--- config.mk ---
export PLATFORM = sky130hd
export DESIGN_NAME = instructionIssue
export DESIGN_NICKNAME = d
export VERILOG_FILES = /design/src/execPkg.sv /design/src/instructionIssue.sv
export SDC_FILE = /design/constraint.sdc
export NUM_CORES = 1
export LEC_CHECK = 0
export ABC_AREA = 0
export BUFFER_PORTS_ARGS = -buffer_cell sky130_fd_sc_hd__buf_2
export CAP_MARGIN = 20
export CORE_ASPECT_RATIO = 0.7
export CORE_MARGIN = 2
export CORE_UTILIZATION = 20
export DETAILED_ROUTE_END_ITERATION = 16
export PLACE_DENSITY = 0.79
export SYNTH_ARGS = -nofsm -noshare
export SYNTH_HDL_FRONTEND = slang
export SYNTH_SLANG_ARGS = --single-unit
--- constraint.sdc ---
create_clock -name vclk -period 0.8
set_input_delay 0.16 -clock vclk [all_inputs]
set_output_delay 0.16 -clock vclk [all_outputs]
set_load 0.01 [all_outputs]
--- src/execPkg.sv ---
package execPkg;

    // Bit positions in the one-hot unit select
    localparam int UNIT_ALU0   = 0;
    localparam int UNIT_ALU1   = 1;
    localparam int UNIT_CPLX   = 2;
    localparam int UNIT_LSU    = 3;
    localparam int UNIT_BRANCH = 4;
    localparam int NUM_UNITS   = 5;

    // Requesters on the register write port: ALU0, ALU1, LSU
    localparam int NUM_WB_PORTS = 3;

    // Minor opcodes seen by the simple ALUs
    typedef enum logic [3:0] {
        ADD = 4'd0,
        SUB = 4'd1,
        AND = 4'd2,
        OR  = 4'd3,
        XOR = 4'd4,
        SHL = 4'd5,
        SHR = 4'd6,
        SLT = 4'd7
    } aluOpT;

    // Same minor opcode field as seen by the LSU
    typedef enum logic [3:0] {
        LOAD  = 4'd0,
        STORE = 4'd1
    } lsuOpT;

endpackage
--- src/instructionIssue.sv ---
`timescale 1ns/1ps

module instructionIssue import execPkg::*; #(
    parameter int dataWidth    = 16,
    parameter int regAddrWidth = 4
)(
    input  logic                    instValid,
    input  logic [3:0]              minorOpcode,
    input  logic [NUM_UNITS-1:0]    unitSelect,
    input  logic [regAddrWidth-1:0] destRegIn,
    input  logic                    writebackEnIn,
    input  logic [dataWidth-1:0]    regAData,
    input  logic [dataWidth-1:0]    regBData,
    input  logic                    alu0Ready,
    input  logic                    alu1Ready,
    input  logic                    lsuReady,

    output logic [3:0]              aluOp,
    output logic [dataWidth-1:0]    dataA,
    output logic [dataWidth-1:0]    dataB,
    output logic [regAddrWidth-1:0] destReg,
    output logic                    writebackEn,
    output logic                    alu0En,
    output logic                    alu1En,
    output logic                    lsuEn,
    output logic                    branchEn,
    output logic                    issueStall
);

    logic [NUM_UNITS-1:0] activeSelect;

    // Complex ALU slot is reserved, its select bit is dropped
    assign activeSelect = instValid ? (unitSelect & ~(NUM_UNITS'(1) << UNIT_CPLX)) : '0;

    // Stall when the selected unit still holds earlier work
    assign issueStall = (activeSelect[UNIT_ALU0] && !alu0Ready) ||
                        (activeSelect[UNIT_ALU1] && !alu1Ready) ||
                        (activeSelect[UNIT_LSU]  && !lsuReady);

    assign alu0En   = activeSelect[UNIT_ALU0] && !issueStall;
    assign alu1En   = activeSelect[UNIT_ALU1] && !issueStall;
    assign lsuEn    = activeSelect[UNIT_LSU]  && !issueStall;
    // Branch port has no ready and never stalls on its own
    assign branchEn = activeSelect[UNIT_BRANCH] && !issueStall;

    // Operands and writeback control are shared by every unit
    assign aluOp       = minorOpcode;
    assign dataA       = regAData;
    assign dataB       = regBData;
    assign destReg     = destRegIn;
    assign writebackEn = writebackEnIn;

endmodule

==> flow_summary_export.csv <==
group,metric,value,unit
timing,fmax,962,MHz
timing,grt_setup_unrepaired,"true",
timing,fin_crit,1040,ps
power_and_ir_drop,p_per_area,463,mW/mm²
yosys,synthesis.nets,102,
setup_path,crit_type,"input pin to primary output",
yosys,syn_area_per_cell,7.27,µm²
timing,finalSetupViolCount,5,
layout,final_common_cell,"buf_2",
timing,worst_slew_pin_slew,239,ps
layout,syn2layout_area_growth,-41.7,%
grt,grt_max_degree,5,
drt,viasPerCell,3.90,
layout,seqCellArea,0,µm²
run_status,outcome,"finished with violations",
min_path,holdPathStages,0,
grt,track_usage,5.06,%
setup_path,cp_max_fo,4,
drt,dr.pass1.iters,2,
timing,drv_slew,0,
layout,final_core_util,12.1,%
floorplan,rows,13,
floorplan,coreArea,0.00182,mm²
setup_path,startpoint,"unitSelect[1]",
drt,drtIter0Drc,1,
drt,wire_per_inst,13.8,µm
clock_tree,cts-hold-fix-buffers,0,
setup_path,cp-end-kind,"primary output",
drt,highest_layer,"met4",
drt,antenna_left,0,
drt,routed_wl,664,µm
drt,wl_met1,137,µm
layout,stdcell_area,220,µm²
timing,finalHoldViolations,0,
setup_path,crit_arrival,880,ps
drt,drc,0,
layout,nets,78,
yosys,synth_cells,52,
drt,wl_met2,303,µm
layout,nClkBuffers,0,
placement,portBuffers,13,
yosys,yosysWarnings,0,
run_status,violations,"negative setup slack",
layout,seq_cell_count,0,
floorplan,dieArea,0.00226,mm²
layout,final_cell_mix,"buf_2, and3_1, buf_4",
power_and_ir_drop,p_leak,0.128,nW
drt,vias,187,
grt,grt_pass1_wl,938,µm
yosys,synth-seq-area-share,0,%
floorplan,die_y,40.4,µm
grt,antenna_found_initial,0,
power_and_ir_drop,ir_drop,0.000176,V
timing,fin_crit_sh,130,%
drt,routed-wl-met3,201,µm
clock_tree,post_cts_buffers,0,
setup_path,cp.required,640,ps
grt,grt_pass1_vias,204,
floorplan,fp.dieW,56.0,µm
run,cap_violations,0,
floorplan,io_pins,96,
timing,slew_headroom,84.1,%
timing,setup_ws,-239,ps
yosys,synth_area,378,µm²
placement,placed_cell_area,191,µm²
setup_path,crit_end,"branchEn",
floorplan,initial_utilization,20.7,%
placement,gpl.final_weighted_congestion,0.582,
grt,grt_overflow_total,0,
min_path,hold_class,"input pin to primary output",
timing,fin_hold_ws,320,ps
setup_path,crit_path_start_kind,"input pin",
layout,num_antenna_cells,0,
yosys,synth_cell_type_count,7,
layout,drive_gt1_share,76.9,%
-- routing by layer --
metal / global-route usage, % / up-vias
met5: 0 / -
met4: 3.57 / 0
met3: 9.35 / 8
met1: 2.75 / 72
met2: 6.25 / 36
li1: - / 71
-- Yosys cell counts --
cell type	instances	area [µm²]
nand2b_1	1	6.26
buf_4	41	308
a21oi_1	1	5.00
inv_1	3	11.3
and3_1	4	25.0
a221oi_2	1	15.0
a22oi_1	1	7.51
-- logic make-up after synthesis --
group | after synthesis | share of synthesized area (%)
buffers and inverters | 44 | 84.4
AND/OR/NAND/NOR | 5 | 8.28
AO/OA/AOI/OAI | 3 | 7.28
-- cell type report --
class              instances  area [µm²]
fillers                  212        1600
multi-input cells          8        82.6
inverters                  3        13.8
well taps                 22        27.5
repair buffers            15        96.3
-- repair_timing --
item,4_1_cts,5_1_grt
hold endpoints to repair,0,0
setup endpoints to repair,5,5
resized for setup,2,3
pin swaps,4,7
-- critical path: stages --
cell and delay [ps]:
buf_8 100, a221oi_4 300, and3_1 190, buf_2 130
-- how the worst min path moves through the flow --
stage | from | endpoint | slack [ps]
final | regAData[5] | dataA[5] | 320
after global routing | regBData[12] | dataB[12] | 320
after CTS | regAData[12] | dataA[12] | 320
after detailed placement | regAData[12] | dataA[12] | 320
after global placement | regAData[12] | dataA[12] | 320
after floorplan | minorOpcode[0] | aluOp[0] | 410
-- where the power goes --
part / leakage, nW / total (W) / switching (W) / internal, W
logic: 0.128 / 0.000102 / 0.0000452 / 0.0000569
registers: 0 / 0 / 0 / 0
clock network: 0 / 0 / 0 / 0
-- metrics by stage --
step           total power, W  worst slack [ps]  setup TNS, ps  std cells
6_report             0.000102              -239          -1020         48
5_1_grt              0.000110              -293          -1250         48
4_1_cts             0.0000914              -244          -1070         48
3_5_place_dp        0.0000851              -260          -1180         48
3_3_place_gp        0.0000830              -236          -1110         48
2_1_floorplan        0.000249             -28.7           -112         52
(Power assumes the default switching activity.)
