## src/execPkg.sv

```systemverilog
package execPkg;

    // Bit positions in the one-hot unit select
    localparam int UNIT_ALU0   = 0;
    localparam int UNIT_ALU1   = 1;
    localparam int UNIT_CPLX   = 2;
    localparam int UNIT_LSU    = 3;
    localparam int UNIT_BRANCH = 4;
    localparam int NUM_UNITS   = 5;

    // Requesters on the register write port: ALU0, ALU1, LSU
    localparam int NUM_WB_PORTS = 3;

    // Minor opcodes seen by the simple ALUs
    typedef enum logic [3:0] {
        ADD = 4'd0,
        SUB = 4'd1,
        AND = 4'd2,
        OR  = 4'd3,
        XOR = 4'd4,
        SHL = 4'd5,
        SHR = 4'd6,
        SLT = 4'd7
    } aluOpT;

    // Same minor opcode field as seen by the LSU
    typedef enum logic [3:0] {
        LOAD  = 4'd0,
        STORE = 4'd1
    } lsuOpT;

endpackage
```

## src/simpleAlu.sv

```systemverilog
`timescale 1ns/1ps

module simpleAlu import execPkg::*; #(
    parameter int dataWidth    = 16,
    parameter int regAddrWidth = 4
)(
    input  logic                    clk,
    input  logic                    clkEn,
    input  logic                    rst,
    input  logic                    en,
    input  logic [3:0]              aluOp,
    input  logic [dataWidth-1:0]    dataA,
    input  logic [dataWidth-1:0]    dataB,
    input  logic [regAddrWidth-1:0] destReg,
    input  logic                    writebackEn,
    input  logic                    wbGrant,

    output logic                    ready,
    output logic                    wbReq,
    output logic [regAddrWidth-1:0] wbAddr,
    output logic [dataWidth-1:0]    wbData
);

    logic [dataWidth-1:0] result;
    logic                 holdValid;

    always_comb begin
        case (aluOpT'(aluOp))
            ADD:     result = dataA + dataB;
            SUB:     result = dataA - dataB;
            AND:     result = dataA & dataB;
            OR:      result = dataA | dataB;
            XOR:     result = dataA ^ dataB;
            SHL:     result = dataA << dataB[3:0];
            SHR:     result = dataA >> dataB[3:0];
            SLT:     result = {{(dataWidth-1){1'b0}}, $signed(dataA) < $signed(dataB)};
            default: result = '0;
        endcase
    end

    // One-entry holder stays full until the arbiter takes it
    always_ff @(posedge clk) begin
        if (rst) begin
            holdValid <= 1'b0;
        end else if (clkEn) begin
            if (en) begin
                holdValid <= writebackEn;
            end else if (wbGrant) begin
                holdValid <= 1'b0;
            end
        end
    end

    always_ff @(posedge clk) begin
        if (clkEn && en) begin
            wbAddr <= destReg;
            wbData <= result;
        end
    end

    assign ready = !holdValid;
    assign wbReq = holdValid;

endmodule

```

## config.mk

```make
export PLATFORM = sky130hd
export DESIGN_NAME = simpleAlu
export DESIGN_NICKNAME = d
export VERILOG_FILES = /design/src/execPkg.sv /design/src/simpleAlu.sv
export SDC_FILE = /design/constraint.sdc
export NUM_CORES = 1
export LEC_CHECK = 0
export BUFFER_PORTS_ARGS = -buffer_cell sky130_fd_sc_hd__buf_2
export CAP_MARGIN = 15
export CORE_ASPECT_RATIO = 0.5
export CORE_MARGIN = 10
export CORE_UTILIZATION = 54
export DETAILED_ROUTE_END_ITERATION = 8
export PLACE_DENSITY = 0.8
export SLEW_MARGIN = 20
export SYNTH_ARGS = -nofsm -noshare
export SYNTH_HDL_FRONTEND = slang
export SYNTH_SLANG_ARGS = --single-unit
```

## constraint.sdc

```tcl
create_clock -name clk -period 3 [get_ports clk]
set_clock_uncertainty 0.1 [all_clocks]
set_input_delay 0.45 -clock clk [delete_from_list [all_inputs] [get_ports clk]]
set_output_delay 0.45 -clock clk [all_outputs]
set_load 0.1 [all_outputs]
```

==> impl.org <==
** Status
- The run finished with clean final reports.

** Clock network
- CTS built an H-tree with a depth of 1.
- Once the clock tree was built, the setup fixing pass inserted 0 buffers.
- After clock tree synthesis, the repair step resized 0 gates.
- Hold repair after CTS inserted 0 buffers.
- Clock root cell :: clkbuf_16
- The clock reaches the later pin of the worst-skew pair after 0.25 ns.
- TritonCTS built the clock tree.
- Clock tree synthesis found a total of 21 sinks.
- The clock passes through at most 2 buffers.
- TritonCTS Buffers :: 3
- Clock-pin slew was measured on the worst setup and hold paths at 0.05 ns.

** Global route
- Summed over all layers, the global routing overflow is 0.
- Overall track demand over capacity in global routing :: between 20% and 30%
- Maximum number of pins on one net before global-route repair :: 39
- The first global-routing pass estimated 25360 µm of wire.
- The initial antenna violation count came to 0.
- The number of global-route vias before repair was 4603.

** Route
- Number of nets with antenna violations after detailed routing :: 0
- The first detailed-routing pass ran for 5 iterations.
- Average detailed-routed wire length per instance :: 20.84 µm
- Post-detailed-routing wire length :: 16720 µm
- DRC errors left :: 0
- Drt initial violations :: roughly 830
- Across all layers, the routed design uses between 5000 and 6000 vias.
- Via density :: 6.296

** Critical path
- Among all stages on the critical path, the largest delay is contributed by or4_1.
- The critical path goes through buf_2, buf_4, ha_1, a211oi_2, o21ai_1, or4_1, a22oi_1, xor2_1, o221ai_1.
- Critical path peak fanout :: 5
- Data arrival, critical path :: 2.65 ns
- STA puts the critical path data required time at roughly 2.9 ns.
- Setup Crit Path Kind :: in -> reg
- Critical Path Source Type :: primary input
- Broken down by cell family, the worst path's largest delay share belongs to compound AO/OA/AOI/OAI gates.
- Delay contributed by the slowest stage of the critical path :: 0.50 ns
- Worst setup EP type :: register
- Combined buffer and inverter count along the critical path :: 2

** Place
- Detailed placement finished with a half-perimeter wire length of 13730 µm.
- IO buf count :: between 60 and 70
- At the placement stage, the worst setup path has a slack of -0.02764 ns.
- After detailed placement, the total cell area comes to about 5200 µm².
- Cell count after placement :: 798
- Routability-driven placement finished with a final weighted congestion of 1.017.

** Layout
- Post-Layout Inst Area :: 5279 µm²
- The finished layout holds 802 standard cells, fillers aside.
- # diodes :: 0
- Cells with a size suffix above 1 make up between 20 and 25% of the layout.
- The final layout contains 791 nets.
- Post-synthesis to final-layout area growth :: 21.17%

** Synthesis
- Share of synthesized area occupied by flip-flops and latches :: about 14%
- After synthesis the netlist holds a flip-flop and latch count of 21.
- After synthesis, the most frequently instantiated cells are nor2_1 (66), ha_1 (52), a21oi_1 (51).
- Asr flop ratio synth :: 0%
- Netlist area before placement :: 4357 µm²
- Post-Synthesis Cells :: between 500 and 600
- Number of distinct library cells after synthesis :: 81
- Of the post-synthesis cell area, the dominant cell type holds 14.93%.
- In the synthesized netlist the dominant register cell turns out to be edfxtp_1.
- Cell types occupying the most area after synthesis :: ha_1 (15%), edfxtp_1 (14%), a21oi_1 (5.9%), nor2_1 (5.7%), o21ai_0 (5.2%)
- Summed over all instances, the cell type with the most area after synthesis is ha_1.
- Post-synth EDFFs :: 20
- Most instantiated library cell after synthesis :: nor2_1
- Yosys warnings :: 0
- Average cell area after synthesis :: 7.422 µm²
- When the netlist entered floorplanning its net count stood at 687.

** Worst hold path
- The path class of the tightest hold or removal check is in -> reg.

** Power
- PD cells :: 313.0 nW/µm²
- Post-layout total power :: 1.653 mW
- Summed over all cells, the static leakage comes to approximately 2.4 nW.
- The worst-case IR drop observed on VDD is 0.0002758 V.

** STA
- Pin slew with the least headroom to its limit :: 0.9690 ns
- After routing, the total negative slack on setup checks comes to 0 ns.
- Max-slew headroom at the worst pin :: 35.40%
- Setup repair after global routing left no endpoint under its margin.
- The routed design could run at a clock period as short as around 2.8 ns.
- Number of failing hold endpoints at the final stage :: 0
- Final count of pins violating max slew :: 0
- Of the available clock period, the critical path in the final layout requires 93.20%.
- Number of setup violations in the final report :: 0
- Setup slack closes at 0.2040 ns.
- For this run, the top clock speed supported by timing is 357.7 MHz.

** Floorplan
- Die span in x :: 147.0 µm
- The die covers 12280 µm².
- Row Count :: 23
- Starting density of the core :: 55.05%
- During I/O placement, the number of pins put on the boundary was 68.
- Area of the core region :: around 7900 µm²
- The floorplan step set the die height to 83.52 µm.

** Job
- Max-cap violations in this run came to 0.
## metrics by stage
| stage | hold WS [ns] | utilization [%] |
|---|---|---|
| after global routing | 0.2612 | 66.70 |
| after floorplan | 0.4224 | - |
| after CTS | 0.2481 | 66.56 |
| after global placement | 0.4052 | 65.55 |
| final | 0.2491 | 66.70 |
| after detailed placement | 0.4340 | 65.55 |
## flip-flops by register name, summed over array words and instances (netlist names)
| signal | count |
|---|---|
| wbData | 16 |
| wbReq | 1 |
| wbAddr | 4 |
## layout by cell type (no fill, tap or decap), types with 6 or more instances in the layout
cell      count
a211oi_1     10
a21oi_1      51
a31oi_1       9
buf_2        67
buf_4        69
edfxtp_1     20
ha_1         52
inv_1        45
mux2i_1      22
nand2_1      38
nand2b_1     12
nand3_1      10
nor2_1       66
nor2b_1       7
nor3_1       25
o211ai_1      9
o21ai_0      45
o22ai_1       7
or3_1         9
xor2_1        6
## worst paths after layout
check	startpoint	end	slack, ns	cells after the start
worst max-delay path	dataA[2]	wbData[7]	0.20	9
worst min-delay path	rst	wbReq	0.25	2
worst max register to register	wbReq	wbReq	2.24	2
worst min register to register	wbReq	wbReq	0.45	2
## cell families after synthesis
kind of cell               after synthesis  share of synthesized area, %
adders and majority gates               54                         15.85
buffers and inverters                   83                         7.840
AOI/OAI and AO/OA                      194                         29.78
DFF                                     21                         14.24
and+or+nand+nor                        194                         21.60
xor gates and xnor gates                10                         2.010
muxes                                   31                         8.673
## report_power, final
group	leakage, nW	switching, mW	internal [mW]
clock network	0.0409	0.113	0.179
registers	0.183	0.00814	0.351
logic	2.18	0.656	0.345
total	2.40	0.777	0.876
## layout make-up
cell class              count  area (µm²)
multi-input cells         483        3411
fillers                   705        2635
repair buffers            136       853.3
flip-flops and latches     21       620.6
inverters                  46       173.9
well taps                 112       140.1
clock buffers               3       75.07
clock inverters             1       5.005
## per-layer routing
metal | vias to the layer above | GRT usage, % | part of all wire, %
met5 | - | 0 | 0
met4 | 0 | 3.220 | 1.1
met3 | 24 | 11.53 | 17
met2 | 348 | 35.54 | 39
met1 | 2314 | 35.83 | 42
li1 | 2363 | - | -
No activity file was read; power rests on OpenSTA's default activity.
