`src/execPkg.sv`:
```
package execPkg;

    // Bit positions in the one-hot unit select
    localparam int UNIT_ALU0   = 0;
    localparam int UNIT_ALU1   = 1;
    localparam int UNIT_CPLX   = 2;
    localparam int UNIT_LSU    = 3;
    localparam int UNIT_BRANCH = 4;
    localparam int NUM_UNITS   = 5;

    // Requesters on the register write port: ALU0, ALU1, LSU
    localparam int NUM_WB_PORTS = 3;

    // Minor opcodes seen by the simple ALUs
    typedef enum logic [3:0] {
        ADD = 4'd0,
        SUB = 4'd1,
        AND = 4'd2,
        OR  = 4'd3,
        XOR = 4'd4,
        SHL = 4'd5,
        SHR = 4'd6,
        SLT = 4'd7
    } aluOpT;

    // Same minor opcode field as seen by the LSU
    typedef enum logic [3:0] {
        LOAD  = 4'd0,
        STORE = 4'd1
    } lsuOpT;

endpackage
```
`src/writebackArbiter.sv`:
```
`timescale 1ns/1ps

module writebackArbiter import execPkg::*; #(
    parameter int dataWidth    = 16,
    parameter int regAddrWidth = 4
)(
    input  logic                    clk,
    input  logic                    clkEn,
    input  logic                    rst,
    input  logic [NUM_WB_PORTS-1:0] wbReq,
    input  logic [regAddrWidth-1:0] wbAddr0,
    input  logic [regAddrWidth-1:0] wbAddr1,
    input  logic [regAddrWidth-1:0] wbAddr2,
    input  logic [dataWidth-1:0]    wbData0,
    input  logic [dataWidth-1:0]    wbData1,
    input  logic [dataWidth-1:0]    wbData2,

    output logic [NUM_WB_PORTS-1:0] wbGrant,
    output logic                    regWriteEn,
    output logic [regAddrWidth-1:0] regWriteAddr,
    output logic [dataWidth-1:0]    regWriteData
);

    localparam int ptrWidth = $clog2(NUM_WB_PORTS);

    logic [ptrWidth-1:0] priorityPtr;
    logic [ptrWidth-1:0] winner;

    // Scan from the pointer around the ring, first requester wins
    always_comb begin
        int idx;
        wbGrant    = '0;
        regWriteEn = 1'b0;
        winner     = '0;
        for (int i = 0; i < NUM_WB_PORTS; i++) begin
            idx = int'(priorityPtr) + i;
            if (idx >= NUM_WB_PORTS) begin
                idx = idx - NUM_WB_PORTS;
            end
            if (clkEn && !regWriteEn && wbReq[idx]) begin
                wbGrant[idx] = 1'b1;
                regWriteEn   = 1'b1;
                winner       = idx[ptrWidth-1:0];
            end
        end
    end

    always_comb begin
        case (winner)
            2'd1: begin
                regWriteAddr = wbAddr1;
                regWriteData = wbData1;
            end
            2'd2: begin
                regWriteAddr = wbAddr2;
                regWriteData = wbData2;
            end
            default: begin
                regWriteAddr = wbAddr0;
                regWriteData = wbData0;
            end
        endcase
    end

    // Next requester after the winner gets top priority
    always_ff @(posedge clk) begin
        if (rst) begin
            priorityPtr <= '0;
        end else if (clkEn && regWriteEn) begin
            if (int'(winner) == NUM_WB_PORTS - 1) begin
                priorityPtr <= '0;
            end else begin
                priorityPtr <= winner + 1'b1;
            end
        end
    end

endmodule

```
`config.mk`:
```
export PLATFORM = sky130hd
export DESIGN_NAME = writebackArbiter
export DESIGN_NICKNAME = d
export VERILOG_FILES = /design/src/execPkg.sv /design/src/writebackArbiter.sv
export SDC_FILE = /design/constraint.sdc
export NUM_CORES = 1
export LEC_CHECK = 0
export BUFFER_PORTS_ARGS = -buffer_cell sky130_fd_sc_hd__clkbuf_2
export CORE_MARGIN = 4
export CORE_UTILIZATION = 30
export CTS_BUF_LIST = sky130_fd_sc_hd__clkbuf_8
export DETAILED_ROUTE_END_ITERATION = 10
export MAX_ROUTING_LAYER = met4
export PLACE_DENSITY = 0.73
export SLEW_MARGIN = 5
export SYNTH_ARGS = -nofsm -noshare
export SYNTH_HDL_FRONTEND = slang
export SYNTH_SLANG_ARGS = --single-unit
```
`constraint.sdc`:
```
create_clock -name clk -period 2.4 [get_ports clk]
set_input_delay 0.12 -clock clk [delete_from_list [all_inputs] [get_ports clk]]
set_output_delay 0.12 -clock clk [all_outputs]
set_load 0.005 [all_outputs]
```
==> impl_metrics.tcl <==
set metrics [dict create \
    top_regs "priorityPtr (2)" \
    htree_levels 1 \
    worstPathCellList "buf_4 -> ha_4 -> mux2_2 -> o2111a_2 -> a32o_2 -> a21oi_4 -> ha_4 -> clkbuf_16 -> nor2_1 -> a21oi_2 -> clkbuf_2" \
    critPathKind "register to output pin" \
    ys.flop_type "dfxtp_1" \
    fin_hold_ws_ns 0.2100 \
    die-area_um2 3439 \
    first_global_vias 1266 \
    synth_top_area_cell "a22oi_1" \
    synth_cells 114 \
    synth.top_cell.area_share 0.1951 \
    power_frac_comb 0.929 \
    tightest_slew_ns 0.2327 \
    clk_latency_ns 0.21 \
    via_per_inst 5.216 \
    die_h_um 58.65 \
    violations "setup timing" \
    final_antenna_net_count 0 \
    p_switching_mw 1.253 \
    critPathMaxStageDelay_ns 0.37 \
    rows 18 \
    critPathRequiredTime_ns 2.28 \
    cts.reportedPaths.clkPinSlew_ns 0.03 \
    grt_start_max_net_pins 21 \
    synth_compound_area_frac 0.5073 \
    hold_viol 0 \
    timing.fmax_mhz 352.5 \
    pre_cts_ws_ns -0.2616 \
    layout_setup_ws_ns -0.4370 \
    cp_max_fo 6 \
    swShare 0.4389 \
    synth_most_common_cell "a21oi_1" \
    routed_wl_mm 3.674 \
    p_per_area_nw_per_um2 1510 \
    syn_to_final_growth_pct 145.7 \
    tritoncts "yes" \
    ff_latch_area_um2 47.55 \
    synth_edf_count 0 \
    hold_path_class "primary input to register" \
    syn_area_um2 769.5 \
    critPathCaptureType "output pin" \
    final_util 0.7701 \
    ios 90 \
    design.core.area_um2 2455 \
    synthArstFlopShare 0 \
    finalPower_mw 2.854 \
    drc 0 \
    syn_area_per_cell_um2 6.750 \
    synthTopCellsByCount "a21oi_1 (23), a22oi_1 (20), nor2_1 (20)" \
    regMostFlops "priorityPtr" \
    multi_input_area_um2 950.9 \
    seq_power_share 0.025 \
    wl_per_cell_um 14.41 \
    start_util 0.3135 \
    irDropWorstVdd_mv 1.537 \
    clkPwrFrac 0.046 \
    globalplace.congestion 0.7497 \
    track_usage 0.1922 \
    grt_remaining_overflow 0 \
    maxCapViolCount 0 \
    cts_buffers 3 \
    maxSlewViolCount 0 \
    yosysWarnings 0 \
    synth-adder-area-share 0.1301 \
    hpwlAfterDp_mm 2.437 \
    drt_iter0_markers 22 \
    clockBufferDepth 2 \
    ys_seq_elements 2 \
    synthesis.nets 188 \
    max-slew-margin-rel 0.8432 \
    leakage_nw 0.9132 \
    arrival_ns 2.72 \
    fin_tns_setup_ns -8.374 \
    cts_sinks 2 \
    yosysSeqAreaShare 0.05203 \
    path_common_cell "ha_4" \
    first_pass_iters 4 \
    crit_path_start_kind "register" \
    largest_register_ffs 2 \
    synth_top_family_by_area "compound AO/OA/AOI/OAI gates" \
    crit_slowest_cell "dfxtp_4" \
    yosys.area_share.simple 0.1870 \
    synth_area_leaders "a22oi_1 (20%), a21oi_1 (15%), ha_1 (13%), nor2_1 (9.8%), dfxtp_1 (5.2%)" \
    synth-xor-area-share 0 \
    clock-root-buffer "clkbuf_8" \
    die_w_um 58.65 \
    final_nets 301 \
    period_minus_slack_ns 2.837 \
    antenna_found_initial 0 \
    portBuffers 89 \
    setup_viol 21 \
    holdBufCountCts 0 \
    synth_mux_area_frac 0.06016 \
    n_antenna_cell 0 \
    fillers 192 \
    internal-power_mw 1.601 \
    synth_cell_type_count 27 \
    grt_pass1_wl_mm 5.175 \
    status "finished with violations" \
    drive_above_1_share 0.8133 \
    skew_ns 0.004643 \
    vias 1330 \
    final_min_period_over_clock_period 1.182 \
    rsz0062_at_grt "true" \
]
[layout make-up]
type	instances	area share
repair buffers	116	0.4176
clock buffers	3	0.02184
flip-flops and latches	2	0.02515
inverters	5	0.01257
multi-input cells	99	0.5030
well taps	30	0.01985
[worst max-delay path, delay by kind of cell, from the launching register on]
family | cells | cell delay [ns]
muxes | 1 | 0.34
DFF | 1 | 0.37
and+or+nand+nor | 1 | 0.14
adders and majority gates | 2 | 0.41
buffers and inverters | 3 | 0.42
AOI/OAI and AO/OA | 4 | 0.84
[cells by family after synthesis]
| kind of cell | Yosys count |
|---|---|
| compound gates | 57 |
| fa+ha+maj | 8 |
| mux | 4 |
| simple gates | 30 |
| buf+inv | 13 |
| flops | 2 |
[metal layers]
layer | up-vias | share of wire | GRT usage
met5 | - | 0 | -
met4 | 0 | 0 | 0.04854
met3 | 0 | 0.085 | 0.02632
met2 | 64 | 0.52 | 0.3509
met1 | 608 | 0.40 | 0.2192
li1 | 658 | - | -
[cells in the final DEF (no fill, tap or decap), drive strengths merged]
cell type / netlist / routed
mux2i: 2 / 2
a32o: 1 / 1
o2111a: 1 / 1
dfxtp: 2 / 2
nand2b: 4 / 4
o211ai: 1 / 1
nor2: 20 / 20
mux2: 2 / 2
clkbuf: 7 / 81
a21o: 4 / 4
a22oi: 20 / 20
ha: 8 / 8
and3: 3 / 3
a31o: 1 / 1
a21oi: 23 / 23
nand3: 1 / 1
inv: 5 / 5
a211o: 1 / 1
and4b: 1 / 1
nor2b: 1 / 1
o21ai: 3 / 3
a31oi: 1 / 1
buf: 1 / 38
a32oi: 1 / 1
[final timing paths]
path	from	endpoint	slack, ns	cells after the start
max	priorityPtr[1]	regWriteData[3]	-0.44	11
min	rst	priorityPtr[0]	0.21	3
min reg2reg	priorityPtr[1]	priorityPtr[1]	0.53	2
max reg2reg	priorityPtr[1]	priorityPtr[1]	-0.18	12
[power by group through the flow]
stage | logic (mW) | registers [mW] | clock network (mW)
3_5_place_dp | 1.69 | 0.0633 | 0
5_1_grt | 2.84 | 0.0744 | 0.141
4_1_cts | 2.21 | 0.0747 | 0.134
2_1_floorplan | 0.992 | 0.0609 | 0
6_report | 2.65 | 0.0724 | 0.131
3_3_place_gp | 1.69 | 0.0613 | 0
[metrics by stage]
stage	instances	area [um^2]
global placement	240	1389
global route	255	1891
floorplan	114	818.3
detailed placement	240	1389
finish	255	1891
CTS	248	1697
[what timing repair did]
item | in CTS | in global routing
pin swaps | 6 | 7
buffers inserted | 3 | 3
endpoints found under the hold margin | 0 | 0
endpoints found under the setup margin | 20 | 21
gates cloned | 2 | 4
resized for setup | 49 | 35
Note: power is estimated with default switching activity, not from simulation.
