$ cat src/registerFile.sv
`timescale 1ns/1ps

module registerFile #(
    parameter int dataWidth    = 16,
    parameter int regAddrWidth = 4
)(
    input  logic                    clk,
    input  logic                    clkEn,
    input  logic                    rst,
    input  logic [regAddrWidth-1:0] readAddrA,
    input  logic [regAddrWidth-1:0] readAddrB,
    input  logic                    writeEn,
    input  logic [regAddrWidth-1:0] writeAddr,
    input  logic [dataWidth-1:0]    writeData,

    output logic [dataWidth-1:0]    readDataA,
    output logic [dataWidth-1:0]    readDataB
);

    logic [dataWidth-1:0] regs [2**regAddrWidth];

    always_ff @(posedge clk) begin
        if (rst) begin
            for (int i = 0; i < 2**regAddrWidth; i++) begin
                regs[i] <= '0;
            end
        end else if (clkEn && writeEn) begin
            regs[writeAddr] <= writeData;
        end
    end

    // Reads see the old value during a write to the same register
    assign readDataA = regs[readAddrA];
    assign readDataB = regs[readAddrB];

endmodule

$ cat config.mk
export PLATFORM = sky130hd
export DESIGN_NAME = registerFile
export DESIGN_NICKNAME = d
export VERILOG_FILES = /design/src/registerFile.sv
export SDC_FILE = /design/constraint.sdc
export NUM_CORES = 1
export LEC_CHECK = 0
export ABC_AREA = 1
export BUFFER_PORTS_ARGS = -buffer_cell sky130_fd_sc_hd__buf_2
export CAP_MARGIN = 20
export CORE_UTILIZATION = 60
export CTS_CLUSTER_SIZE = 12
export DETAILED_ROUTE_END_ITERATION = 7
export PLACE_DENSITY = 0.78
export SYNTH_ARGS = -nofsm -noshare
export SYNTH_HDL_FRONTEND = slang
export SYNTH_SLANG_ARGS = --single-unit
$ cat constraint.sdc
create_clock -name clk -period 2.67 [get_ports clk]
set_input_delay 0 -clock clk [delete_from_list [all_inputs] [get_ports clk]]
set_output_delay 0 -clock clk [all_outputs]
set_load 0.03 [all_outputs]
==> out/qor.txt, run 1 <==
RUN STATUS
--------------------------------------------------------------------------------
Result of the run .................................................    completed

JOB
--------------------------------------------------------------------------------
Maximum Capacitance Violations ....................................            0

GLOBAL ROUTING
--------------------------------------------------------------------------------
Via count of the first global-routing pass ........................       13,300
Total routing usage reported by global routing ....................        37.0%
Global-route wire length before repair ............................    72,700 µm
Global route overflow .............................................            0
Largest net degree at the start of global routing .................          129
Number of antenna violations at the first check in global routing .            0

STA
--------------------------------------------------------------------------------
Relative max-transition margin ....................................        34.8%
Final Hold Vio Count ..............................................            0
Setup tns final ...................................................         0 ns
Fin crit share ....................................................        68.7%
Final number of max-transition violations .........................            0
Timing-limited maximum frequency ..................................    0.545 GHz
Number of setup violations in the final report ....................            0
Transition time of the tightest slew-check pin ....................     0.978 ns
RSZ-0062 raised after global routing ..............................        false
Crit path time final ..............................................      1.83 ns

PWR
--------------------------------------------------------------------------------
Post-layout total power ...........................................    10,000 µW
Clock power share .................................................        38.2%
Internal power ....................................................      7290 µW
Worst IR Drop VDD .................................................     0.559 mV
Total power divided by cell area ..................................   615 nW/µm²
Net switching fraction of the power ...............................        27.4%
Seq pwr share .....................................................        46.9%
Leak ..............................................................   0.00775 µW
Logic pwr share ...................................................        14.9%
Net Sw Power ......................................................      2750 µW

CLOCK TREE
--------------------------------------------------------------------------------
Clock tree from TritonCTS .........................................        built
Cell at the root of the clock tree ................................ sky130_fd_sc_hd__clkbuf_16
Buffer count from post-CTS setup fixing ...........................            0
Number of buffers between clock root and the deepest sink .........            3
Resized cells post-CTS ............................................            0
Reg clk slew, reported paths ......................................      0.06 ns
H-tree levels .....................................................            1
Hold-fix buffers at CTS ...........................................            0
Number of sinks on the clock net ..................................          256
Number of buffers inserted during clock tree synthesis ............           28

SETUP PATH
--------------------------------------------------------------------------------
Most frequent cell on the critical path ........................... sky130_fd_sc_hd__nand3_1
Slowest cell on the critical path ................................. sky130_fd_sc_hd__edfxtp_1
Crit Path Category ................................................ flip-flop to output port
Cell family contributing the most delay on the critical path ...... simple AND/OR/NAND/NOR gates
Maximum fanout encountered on the critical timing path ............            2
Nature of the critical path startpoint ............................    flip-flop
Crit path buffers/inverters .......................................            2
Crit path required time ...........................................      2.67 ns
Category of the worst setup path capture point ....................  output port
Highest cell delay on the worst timing path .......................      0.38 ns
Crit-path cells ................................................... inv_1, nand2_1, nand3_1, nand3_1, nand3_1, nand2_1, buf_2
Crit path DAT .....................................................      1.83 ns

YOSYS
--------------------------------------------------------------------------------
Syn_area_per_cell .................................................     7.59 µm²
Syn Nets ..........................................................        1,998
Sequential element share of the synthesized area ..................        51.5%
Cell variety after synth ..........................................           13
Flops & latches, synth ............................................          256
Post-synth design cell area .......................................   14,900 µm²
Number of warnings printed during yosys synthesis .................            0
Synthesized instance count ........................................        1,966

FLOORPLAN
--------------------------------------------------------------------------------
Standard-cell row count ...........................................           57
Initial cell density of the core ..................................        61.2%
Count of pins on the block boundary ...............................           64
Total Die Area ....................................................   25,500 µm²
Overall die width .................................................       160 µm
Core area .........................................................   24,400 µm²
Die Ht ............................................................       160 µm

MIN PATH
--------------------------------------------------------------------------------
Worst Hold Launch ................................................. writeData[6]
WHS Endpoint ......................................................   regs[5][6]
Hold path depth ...................................................            3
Worst hold path type .............................................. input port to flip-flop

FINAL LAYOUT
--------------------------------------------------------------------------------
Relative area change from synthesis to final layout ...............        9.41%
Fraction of layout cells with a size suffix above 1 ...............        8.68%
Most frequent cells in the layout ................................. sky130_fd_sc_hd__nand2_1, sky130_fd_sc_hd__nand3_1, sky130_fd_sc_hd__inv_1, sky130_fd_sc_hd__nor2_1, sky130_fd_sc_hd__edfxtp_1
Net count reported at finish ......................................        2,005
Antenna Cells .....................................................            0
Register name with the most flops .................................         regs
Flip-flop count of the largest register after layout ..............          256
Leading cell type in the layout, fill and taps excluded ........... sky130_fd_sc_hd__nand2_1
Area taken by multi-input logic gates .............................     5480 µm²
Largest registers ranked by flip-flop count .......................   regs (256)
Reg area ..........................................................     7690 µm²
Number of fillers in the final layout .............................        2,046

PLACED DESIGN
--------------------------------------------------------------------------------
Port-buffer cells .................................................           63
DPL Wire Length ...................................................    28,400 µm
Last weighted congestion value of the routability-driven placer ...        0.892

ROUTE
--------------------------------------------------------------------------------
Average wire per standard cell ....................................      20.2 µm
First-pass iteration count of the detailed router .................            6
Drt total wl ......................................................    46,800 µm
Count of antenna-violating nets left after detailed routing .......            0
Via count normalized by instance count ............................         6.00
Detailed router's first-iteration violation count .................        2,078
Post-route DRC violation count ....................................            0
Total via count in the routed design ..............................       13,900

## stage by stage
step | worst slack (ns) | instances | hold WS (ns) | util (%) | instance area (µm²)
2_1_floorplan | 1.12 | 1966 | 0.276 | - | 14900
3_3_place_gp | 0.789 | 2267 | 0.601 | 63.3 | 15400
3_5_place_dp | 0.776 | 2267 | 0.603 | 63.3 | 15400
4_1_cts | 0.870 | 2317 | 0.0484 | 66.9 | 16300
5_1_grt | 0.740 | 2317 | 0.0956 | 66.9 | 16300
6_report | 0.836 | 2317 | 0.0542 | 66.9 | 16300
## tightest hold or removal path, delay by kind of cell
family / cells / cell delay, ns
buffers and inverters: 2 / 0.31
and+or+nand+nor: 1 / 0.17
## power groups by stage
stage	Sequential (µW)	Clock [µW]	Combinational (µW)
after detailed placement	4780	0	1450
after floorplan	4750	0	993
after global placement	4780	0	1420
final	4710	3830	1500
after global routing	4720	4000	1620
after CTS	4700	3830	1460
## metal layers
| metal | share of wire [%] | vias to the layer above | global-route usage (%) | wire, µm |
|---|---|---|---|---|
| met1 | 37 | 6354 | 49.8 | 17200 |
| met3 | 13 | 165 | 5.69 | 6020 |
| met4 | 4.8 | 0 | 18.8 | 2240 |
| met2 | 46 | 1135 | 58.5 | 21400 |
| li1 | - | 6239 | - | - |
| met5 | 0 | - | 0 | 0 |
## synth_stat cells (all sizes together)
cell type | count | area (µm²)
buf | 82 | 485
clkbuf | 53 | 199
edfxtp | 256 | 7690
inv | 286 | 1070
nand2 | 577 | 2210
nand3 | 449 | 2260
nor2 | 259 | 972
nor3 | 4 | 40.0
## logic make-up (layout without fill, tap and decap cells)
| group | after synthesis | count (layout) | share of synthesized area [%] |
|---|---|---|---|
| flip-flops | 256 | 256 | 51.5 |
| buffers and inverters | 421 | 448 | 11.8 |
| AND/OR/NAND/NOR | 1289 | 1289 | 36.7 |
## worst max-delay path by stage
stage	startpoint	to	slack, ns	depth (start not counted)
2_1_floorplan	rst	regs[10][0]	1.12	6
6_report	regs[2][6]	readDataA[6]	0.84	7
4_1_cts	regs[2][6]	readDataA[6]	0.87	7
5_1_grt	regs[3][5]	readDataB[5]	0.74	7
3_3_place_gp	rst	regs[12][13]	0.79	7
3_5_place_dp	rst	regs[12][10]	0.78	7
## cell type report
type                       instances  area share [%]
inverter                         286            6.61
multi-input combinational       1289            33.6
tap                              324            2.48
clock inverter                    12           0.797
timing repair buffer             112            4.83
clock buffer                      38            4.65
sequential                       256            47.1
Note: power is estimated with default switching activity, not from simulation.
==> inputs of run 2 (changes only) <==
--- a/config.mk
+++ b/config.mk
@@ -8,7 +8,7 @@
 export ABC_AREA = 1
 export BUFFER_PORTS_ARGS = -buffer_cell sky130_fd_sc_hd__buf_2
 export CAP_MARGIN = 20
-export CORE_UTILIZATION = 60
+export CORE_UTILIZATION = 57
 export CTS_CLUSTER_SIZE = 12
 export DETAILED_ROUTE_END_ITERATION = 7
 export PLACE_DENSITY = 0.78
==> constraint.sdc (replaced) <==
create_clock -name clk -period 1.63 [get_ports clk]
set_input_delay 0 -clock clk [delete_from_list [all_inputs] [get_ports clk]]
set_output_delay 0 -clock clk [all_outputs]
set_load 0.03 [all_outputs]
==> run 2 against run 1 <==
The flow now finishes with violations (negative setup slack). Final cell count rose by 2.1%. Die area is 5.2% higher. Via count rose by 1.2%.
==> out/qor.txt, run 2 (synthesized netlist as in run 1, its figures left out) <==
RUN STATUS
--------------------------------------------------------------------------------
Result of the run ................................................. finished, violations left
Failing checks .................................................... negative setup slack

FINAL LAYOUT
--------------------------------------------------------------------------------
Fraction of layout cells with a size suffix above 1 ...............        20.6%   +12 points
Flip-flop count of the largest register after layout ..............          256   unchanged
Final core occ ....................................................        70.0%   +3.0 points
Number of fillers in the final layout .............................        1,975   -3.5%
Leading cell type in the layout, fill and taps excluded ........... sky130_fd_sc_hd__nand2_1
Largest registers ranked by flip-flop count .......................   regs (256)
Relative area change from synthesis to final layout ...............        19.1%
Antenna Cells .....................................................            0   unchanged
Most frequent cells in the layout ................................. sky130_fd_sc_hd__nand2_1, sky130_fd_sc_hd__nand3_1, sky130_fd_sc_hd__nor2_1, sky130_fd_sc_hd__edfxtp_1, sky130_fd_sc_hd__inv_1
Net count reported at finish ......................................        2,048   +2.1%
Register name with the most flops .................................         regs

STA
--------------------------------------------------------------------------------
Final number of max-transition violations .........................            0   unchanged
Final Hold Vio Count ..............................................            0   unchanged
Number of setup violations in the final report ....................            2   +2
Hold WS ...........................................................    0.0128 ns   -0.0414 ns
RSZ-0062 raised after global routing ..............................         true
Fin crit share ....................................................         102%
Timing-limited maximum frequency ..................................    0.604 GHz
Relative max-transition margin ....................................        58.1%   +23 points
Crit path time final ..............................................      1.66 ns
Post-route worst setup slack ......................................   -0.0265 ns   -0.863 ns
Transition time of the tightest slew-check pin ....................     0.628 ns   -0.350 ns

ROUTE
--------------------------------------------------------------------------------
First-pass iteration count of the detailed router .................            6   unchanged
Count of antenna-violating nets left after detailed routing .......            0   unchanged
Post-route DRC violation count ....................................            0   unchanged
Drt total wl ......................................................    47,500 µm   +1.3%
Total via count in the routed design ..............................       14,100   +1.2%
Detailed router's first-iteration violation count .................        2,583   +24%
Via count normalized by instance count ............................         5.95   -0.83%
Average wire per standard cell ....................................      20.1 µm   -0.72%

CLOCK TREE
--------------------------------------------------------------------------------
Number of buffers between clock root and the deepest sink .........            3   unchanged
H-tree levels .....................................................            1   unchanged
Number of sinks on the clock net ..................................          256   unchanged
Clock tree from TritonCTS .........................................        built
Cell at the root of the clock tree ................................ sky130_fd_sc_hd__clkbuf_16
Number of buffers inserted during clock tree synthesis ............           28   unchanged
Reg clk slew, reported paths ......................................      0.06 ns   about the same

PWR
--------------------------------------------------------------------------------
Seq pwr share .....................................................        46.8%   about the same
Clock power share .................................................        35.3%   -2.9 points
Logic pwr share ...................................................        18.0%   +3.1 points
Worst IR Drop VDD .................................................     0.769 mV   +38%
Internal power ....................................................    11,800 µW   +62%
Net Sw Power ......................................................      4690 µW   +71%
Total power divided by cell area ..................................   927 nW/µm²   +51%
Net switching fraction of the power ...............................        28.5%   +1.1 points
Leak ..............................................................   0.00826 µW   +6.7%

PLACED DESIGN
--------------------------------------------------------------------------------
Port-buffer cells .................................................           63   unchanged
Last weighted congestion value of the routability-driven placer ...        0.900   +0.95%
Worst setup timing slack at the placement stage ...................     0.151 ns   -0.624 ns
DPL Wire Length ...................................................    29,500 µm   +3.6%

GLOBAL ROUTING
--------------------------------------------------------------------------------
Largest net degree at the start of global routing .................           65   -50%
Number of antenna violations at the first check in global routing .            0   unchanged
Global-route wire length before repair ............................    71,900 µm   -1.1%
Total routing usage reported by global routing ....................        35.3%   -1.7 points
Global route overflow .............................................            0   unchanged
Via count of the first global-routing pass ........................       13,600   +2.0%

FLOORPLAN
--------------------------------------------------------------------------------
Total Die Area ....................................................   26,800 µm²   +5.2%
Standard-cell row count ...........................................           58   +1.8%
Initial cell density of the core ..................................        58.8%   -2.4 points
Die Ht ............................................................       164 µm   +2.6%
Count of pins on the block boundary ...............................           64   unchanged
Core area .........................................................   25,400 µm²   +4.1%
Overall die width .................................................       164 µm   +2.6%

MIN PATH
--------------------------------------------------------------------------------
Worst hold path type .............................................. input port to flip-flop
Hold path depth ...................................................            4   +1

SETUP PATH
--------------------------------------------------------------------------------
Maximum fanout encountered on the critical timing path ............            2   unchanged
Nature of the critical path startpoint ............................    flip-flop
Category of the worst setup path capture point ....................  output port
Crit path DAT .....................................................      1.66 ns   -0.17 ns
Crit Path Category ................................................ flip-flop to output port
Crit path required time ...........................................      1.63 ns   -1.04 ns

JOB
--------------------------------------------------------------------------------
Maximum Capacitance Violations ....................................            0   unchanged

[run 2: changes by cell type in the layout (fill, tap and decap cells not counted), sizes merged]
cell	change
clkinvlp	-1
inv	+1
dlygate4sd3	+13
clkinv	+2
bufinv	-3
buf	+30
[run 2: area by class of cell]
type / count / area (µm²) / share of cell area [%]
sequential: 256 / 7690 / 43.2
multi-input combinational: 1289 / 6310 / 35.5
timing repair buffer: 155 / 1470 / 8.25
inverter: 286 / 1080 / 6.07
clock buffer: 38 / 759 / 4.27
tap: 330 / 413 / 2.32
clock inverter: 11 / 56.3 / 0.317
[run 2: final timing paths]
| path | end | from | slack (ns) |
|---|---|---|---|
| worst min-delay path | regs[0][0] | rst | 0.01 |
| worst max-delay path | readDataA[7] | regs[1][7] | -0.03 |
[run 2: through the flow]
stage	power, µW	instances	TNS (ns)	cell area [µm²]
2_1_floorplan	9410	1966	0	14900
3_3_place_gp	10200	2303	0	15800
3_5_place_dp	10300	2303	0	15800
4_1_cts	16100	2365	-0.0672	16900
5_1_grt	16900	2365	-0.229	17800
6_report	16500	2365	-0.0294	17800
[run 2: repair_timing]
| action | 4_1_cts | 5_1_grt |
|---|---|---|
| buffers inserted | 0 | 0 |
| pin swaps | 8 | 59 |
| endpoints found under the hold margin | 77 | 0 |
| hold buffers | 13 | 0 |
| endpoints found under the setup margin | 23 | 32 |
| resized for setup | 43 | 272 |
[run 2: power groups by stage]
stage / Sequential (µW) / Clock [µW] / Combinational [µW]
after detailed placement: 7820 / 0 / 2480
after global placement: 7810 / 0 / 2420
after CTS: 7680 / 5820 / 2570
after global routing: 7730 / 6050 / 3150
final: 7700 / 5810 / 2960
after floorplan: 7790 / 0 / 1630
[run 2: metal layers]
metal | vias to the layer above | wire, µm | global-route usage, %
met5 | - | 0 | 0
met4 | 0 | 2420 | 19.1
met1 | 6510 | 17300 | 45.8
met3 | 185 | 5140 | 4.12
met2 | 1038 | 22600 | 57.9
li1 | 6330 | - | -
[run 2: critical path, stage by stage, from the launching register on]
cell	delay (ns)
sky130_fd_sc_hd__edfxtp_1	0.39
sky130_fd_sc_hd__inv_1	0.09
sky130_fd_sc_hd__nand2_1	0.06
sky130_fd_sc_hd__nand3_1	0.12
sky130_fd_sc_hd__nand3_2	0.12
sky130_fd_sc_hd__nand3_4	0.12
sky130_fd_sc_hd__nand2_1	0.06
sky130_fd_sc_hd__buf_4	0.16
==> inputs of run 3 (changes only) <==
==> constraint.sdc (replaced) <==
create_clock -name clk -period 1.63 [get_ports clk]
set_input_delay 0.326 -clock clk [delete_from_list [all_inputs] [get_ports clk]]
set_output_delay 0.326 -clock clk [all_outputs]
set_load 0.03 [all_outputs]
==> run 3 against run 2 <==
Global-route usage is 2.9 points higher. Flip-flop and latch count stayed put. Non-clock buffer count is 40 higher. Count of clock-buffer cells in the layout is 5 lower. Highest routed layer unchanged. The run still ends with negative setup slack left. Largest cell class unchanged. Maximum frequency is 17% lower. Critical endpoint is now readDataA[5]. Critical path depth stayed put. Clock power is 6.9% higher. Wire length is 7.9% higher. Via count is 3.5% higher.
==> out/qor.txt, run 3 (synthesized netlist as in run 1, its figures left out) <==
MIN PATH
--------------------------------------------------------------------------------
Worst Hold Launch ................................................. writeData[13]
Worst hold path type .............................................. input port to flip-flop

FINAL LAYOUT
--------------------------------------------------------------------------------
Net count reported at finish ......................................        2,088   +2.0%
Relative area change from synthesis to final layout ...............        27.4%
Number of fillers in the final layout .............................        1,865   -5.6%
Register name with the most flops .................................         regs
Antenna Cells .....................................................            0   unchanged
Most frequent cells in the layout ................................. sky130_fd_sc_hd__nand2_1, sky130_fd_sc_hd__nor2_1, sky130_fd_sc_hd__edfxtp_1, sky130_fd_sc_hd__nand3_1, sky130_fd_sc_hd__nand3_2
Flip-flop count of the largest register after layout ..............          256   unchanged
Largest registers ranked by flip-flop count .......................   regs (256)
Leading cell type in the layout, fill and taps excluded ........... sky130_fd_sc_hd__nand2_1
Fraction of layout cells with a size suffix above 1 ...............        33.1%   +12 points

PWR
--------------------------------------------------------------------------------
Clock power share .................................................        35.9%   +0.6 points
Logic pwr share ...................................................        19.4%   +1.4 points
Seq pwr share .....................................................        44.7%   -2.1 points
Internal power ....................................................    12,400 µW   +5.5%
Leak ..............................................................   0.00872 µW   +5.6%
Net switching fraction of the power ...............................        28.2%   -0.34 points
Post-layout total power ...........................................    17,300 µW   +5.0%
Total power divided by cell area ..................................   909 nW/µm²   -1.9%
Net Sw Power ......................................................      4870 µW   +3.7%
Worst IR Drop VDD .................................................      1.24 mV   +61%

SETUP PATH
--------------------------------------------------------------------------------
Crit path required time ...........................................      1.30 ns   -0.33 ns
Crit path DAT .....................................................      1.68 ns   +0.02 ns
Category of the worst setup path capture point ....................  output port
Crit Path Category ................................................ flip-flop to output port
Critical path origin ..............................................   regs[2][5]
Maximum fanout encountered on the critical timing path ............            2   unchanged
Crit path buffers/inverters .......................................            2   unchanged
Cell family contributing the most delay on the critical path ...... simple AND/OR/NAND/NOR gates
Nature of the critical path startpoint ............................    flip-flop
Crit-path cells ................................................... inv_1, nand2_1, nand3_1, nand3_2, nand3_4, nand2_2, buf_6
Slowest cell on the critical path ................................. sky130_fd_sc_hd__edfxtp_1
Highest cell delay on the worst timing path .......................      0.38 ns   about the same

JOB
--------------------------------------------------------------------------------
Maximum Capacitance Violations ....................................            0   unchanged

STA
--------------------------------------------------------------------------------
Fin crit share ....................................................         123%   +21 points
Timing-limited maximum frequency ..................................    0.499 GHz   -17%
Setup tns final ...................................................     -8.42 ns   -8.39 ns
Final number of max-transition violations .........................            0   unchanged
Crit path time final ..............................................      2.00 ns   +0.347 ns
Transition time of the tightest slew-check pin ....................     0.406 ns   -0.222 ns
Relative max-transition margin ....................................        72.9%   +15 points
RSZ-0062 raised after global routing ..............................         true
Post-route worst setup slack ......................................    -0.373 ns   -0.347 ns
Final Hold Vio Count ..............................................            0   unchanged
Number of setup violations in the final report ....................           32   +30

FLOORPLAN
--------------------------------------------------------------------------------
Total Die Area ....................................................   26,800 µm²   unchanged
Overall die width .................................................       164 µm   unchanged
Count of pins on the block boundary ...............................           64   unchanged
Core area .........................................................   25,400 µm²   unchanged
Initial cell density of the core ..................................        58.8%   unchanged
Standard-cell row count ...........................................           58   unchanged
Die Ht ............................................................       164 µm   unchanged

ROUTE
--------------------------------------------------------------------------------
Total via count in the routed design ..............................       14,600   +3.5%
Average wire per standard cell ....................................      21.3 µm   +6.2%
Count of antenna-violating nets left after detailed routing .......            0   unchanged
Via count normalized by instance count ............................         6.06   +1.9%
First-pass iteration count of the detailed router .................            8   +2
Post-route DRC violation count ....................................            0   unchanged
Detailed router's first-iteration violation count .................        2,044   -21%
Drt total wl ......................................................    51,200 µm   +7.9%

CLOCK TREE
--------------------------------------------------------------------------------
Number of buffers between clock root and the deepest sink .........            3   unchanged
Cell at the root of the clock tree ................................ sky130_fd_sc_hd__clkbuf_16
H-tree levels .....................................................            1   unchanged
Clock tree from TritonCTS .........................................        built
Number of buffers inserted during clock tree synthesis ............           28   unchanged
Buffer count from post-CTS setup fixing ...........................            0   unchanged
Hold-fix buffers at CTS ...........................................            0   -13
Reg clk slew, reported paths ......................................      0.06 ns   about the same
Number of sinks on the clock net ..................................          256   unchanged

PLACED DESIGN
--------------------------------------------------------------------------------
Port-buffer cells .................................................           63   unchanged
Last weighted congestion value of the routability-driven placer ...        0.916   +1.8%
DPL Wire Length ...................................................    31,700 µm   +7.7%

GLOBAL ROUTING
--------------------------------------------------------------------------------
Global route overflow .............................................            0   unchanged
Number of antenna violations at the first check in global routing .            0   unchanged
Via count of the first global-routing pass ........................       14,300   +5.5%
Global-route wire length before repair ............................    77,300 µm   +7.6%
Largest net degree at the start of global routing .................           45   -31%
Total routing usage reported by global routing ....................        38.2%   +2.9 points

RUN STATUS
--------------------------------------------------------------------------------
Result of the run ................................................. finished, violations left
Failing checks .................................................... negative setup slack

-- run 3: cell count changes in the layout (fill, tap and decap cells not counted), sizes merged --
| cell | before | now |
|---|---|---|
| dlygate4sd3 | 13 | 0 |
| buf | 142 | 195 |
| clkbuf | 38 | 33 |
| inv | 287 | 286 |
| bufinv | 0 | 3 |
| clkinvlp | 0 | 1 |
-- run 3: layout make-up --
class                           instances  area [µm²]  share of cell area (%)
Timing Repair Buffer                  195        2150                    11.3
Multi-Input combinational cell       1289        6810                    35.8
Clock inverter                         14         139                   0.730
Clock buffer                           33         741                    3.89
Sequential cell                       256        7690                    40.4
Inverter                              286        1080                    5.68
Tap cell                              330         413                    2.17
-- run 3: worst paths after layout --
kind / to / slack [ns] / cells after the start
setup / recovery: readDataA[5] / -0.37 / 7
hold / removal: regs[15][13] / 0.29 / 4
-- run 3: what timing repair did --
| item | 4_1_cts | 5_1_grt |
|---|---|---|
| cloned | 0 | 0 |
| resized for setup | 247 | 236 |
| setup endpoints to repair | 32 | 32 |
| pin swaps | 132 | 87 |
-- run 3: per-stage QoR --
| step | hold slack, ns | std cells | util, % | setup slack, ns | cell area, µm² |
|---|---|---|---|---|---|
| after CTS | 0.281 | 2403 | 71.9 | -0.297 | 18300 |
| after global routing | 0.300 | 2403 | 74.9 | -0.400 | 19000 |
| final | 0.289 | 2403 | 74.9 | -0.373 | 19000 |
| after detailed placement | 0.840 | 2356 | 65.7 | -0.209 | 16700 |
| after global placement | 0.837 | 2356 | 65.7 | -0.203 | 16700 |
| after floorplan | 0.602 | 1966 | - | -0.0209 | 15000 |
-- run 3: layer usage --
metal	up-vias	global-route usage [%]	share of wire, %
met5	-	0	0
met4	0	24.1	6.9
met3	288	6.82	11
met2	1079	62.4	47
met1	6777	47.0	35
li1	6411	-	-
-- run 3: power groups by stage --
stage	sequential (µW)	combinational, µW	clock [µW]
2_1_floorplan	7790	1640	0
3_3_place_gp	7810	2700	0
3_5_place_dp	7820	2740	0
4_1_cts	7700	3040	6230
5_1_grt	7750	3570	6470
6_report	7730	3360	6210
-- run 3: worst min-delay path, cell delays in order --
cell and delay (ns):
sky130_fd_sc_hd__buf_2 0.07, sky130_fd_sc_hd__inv_1 0.03, sky130_fd_sc_hd__buf_4 0.18, sky130_fd_sc_hd__nor2_1 0.11
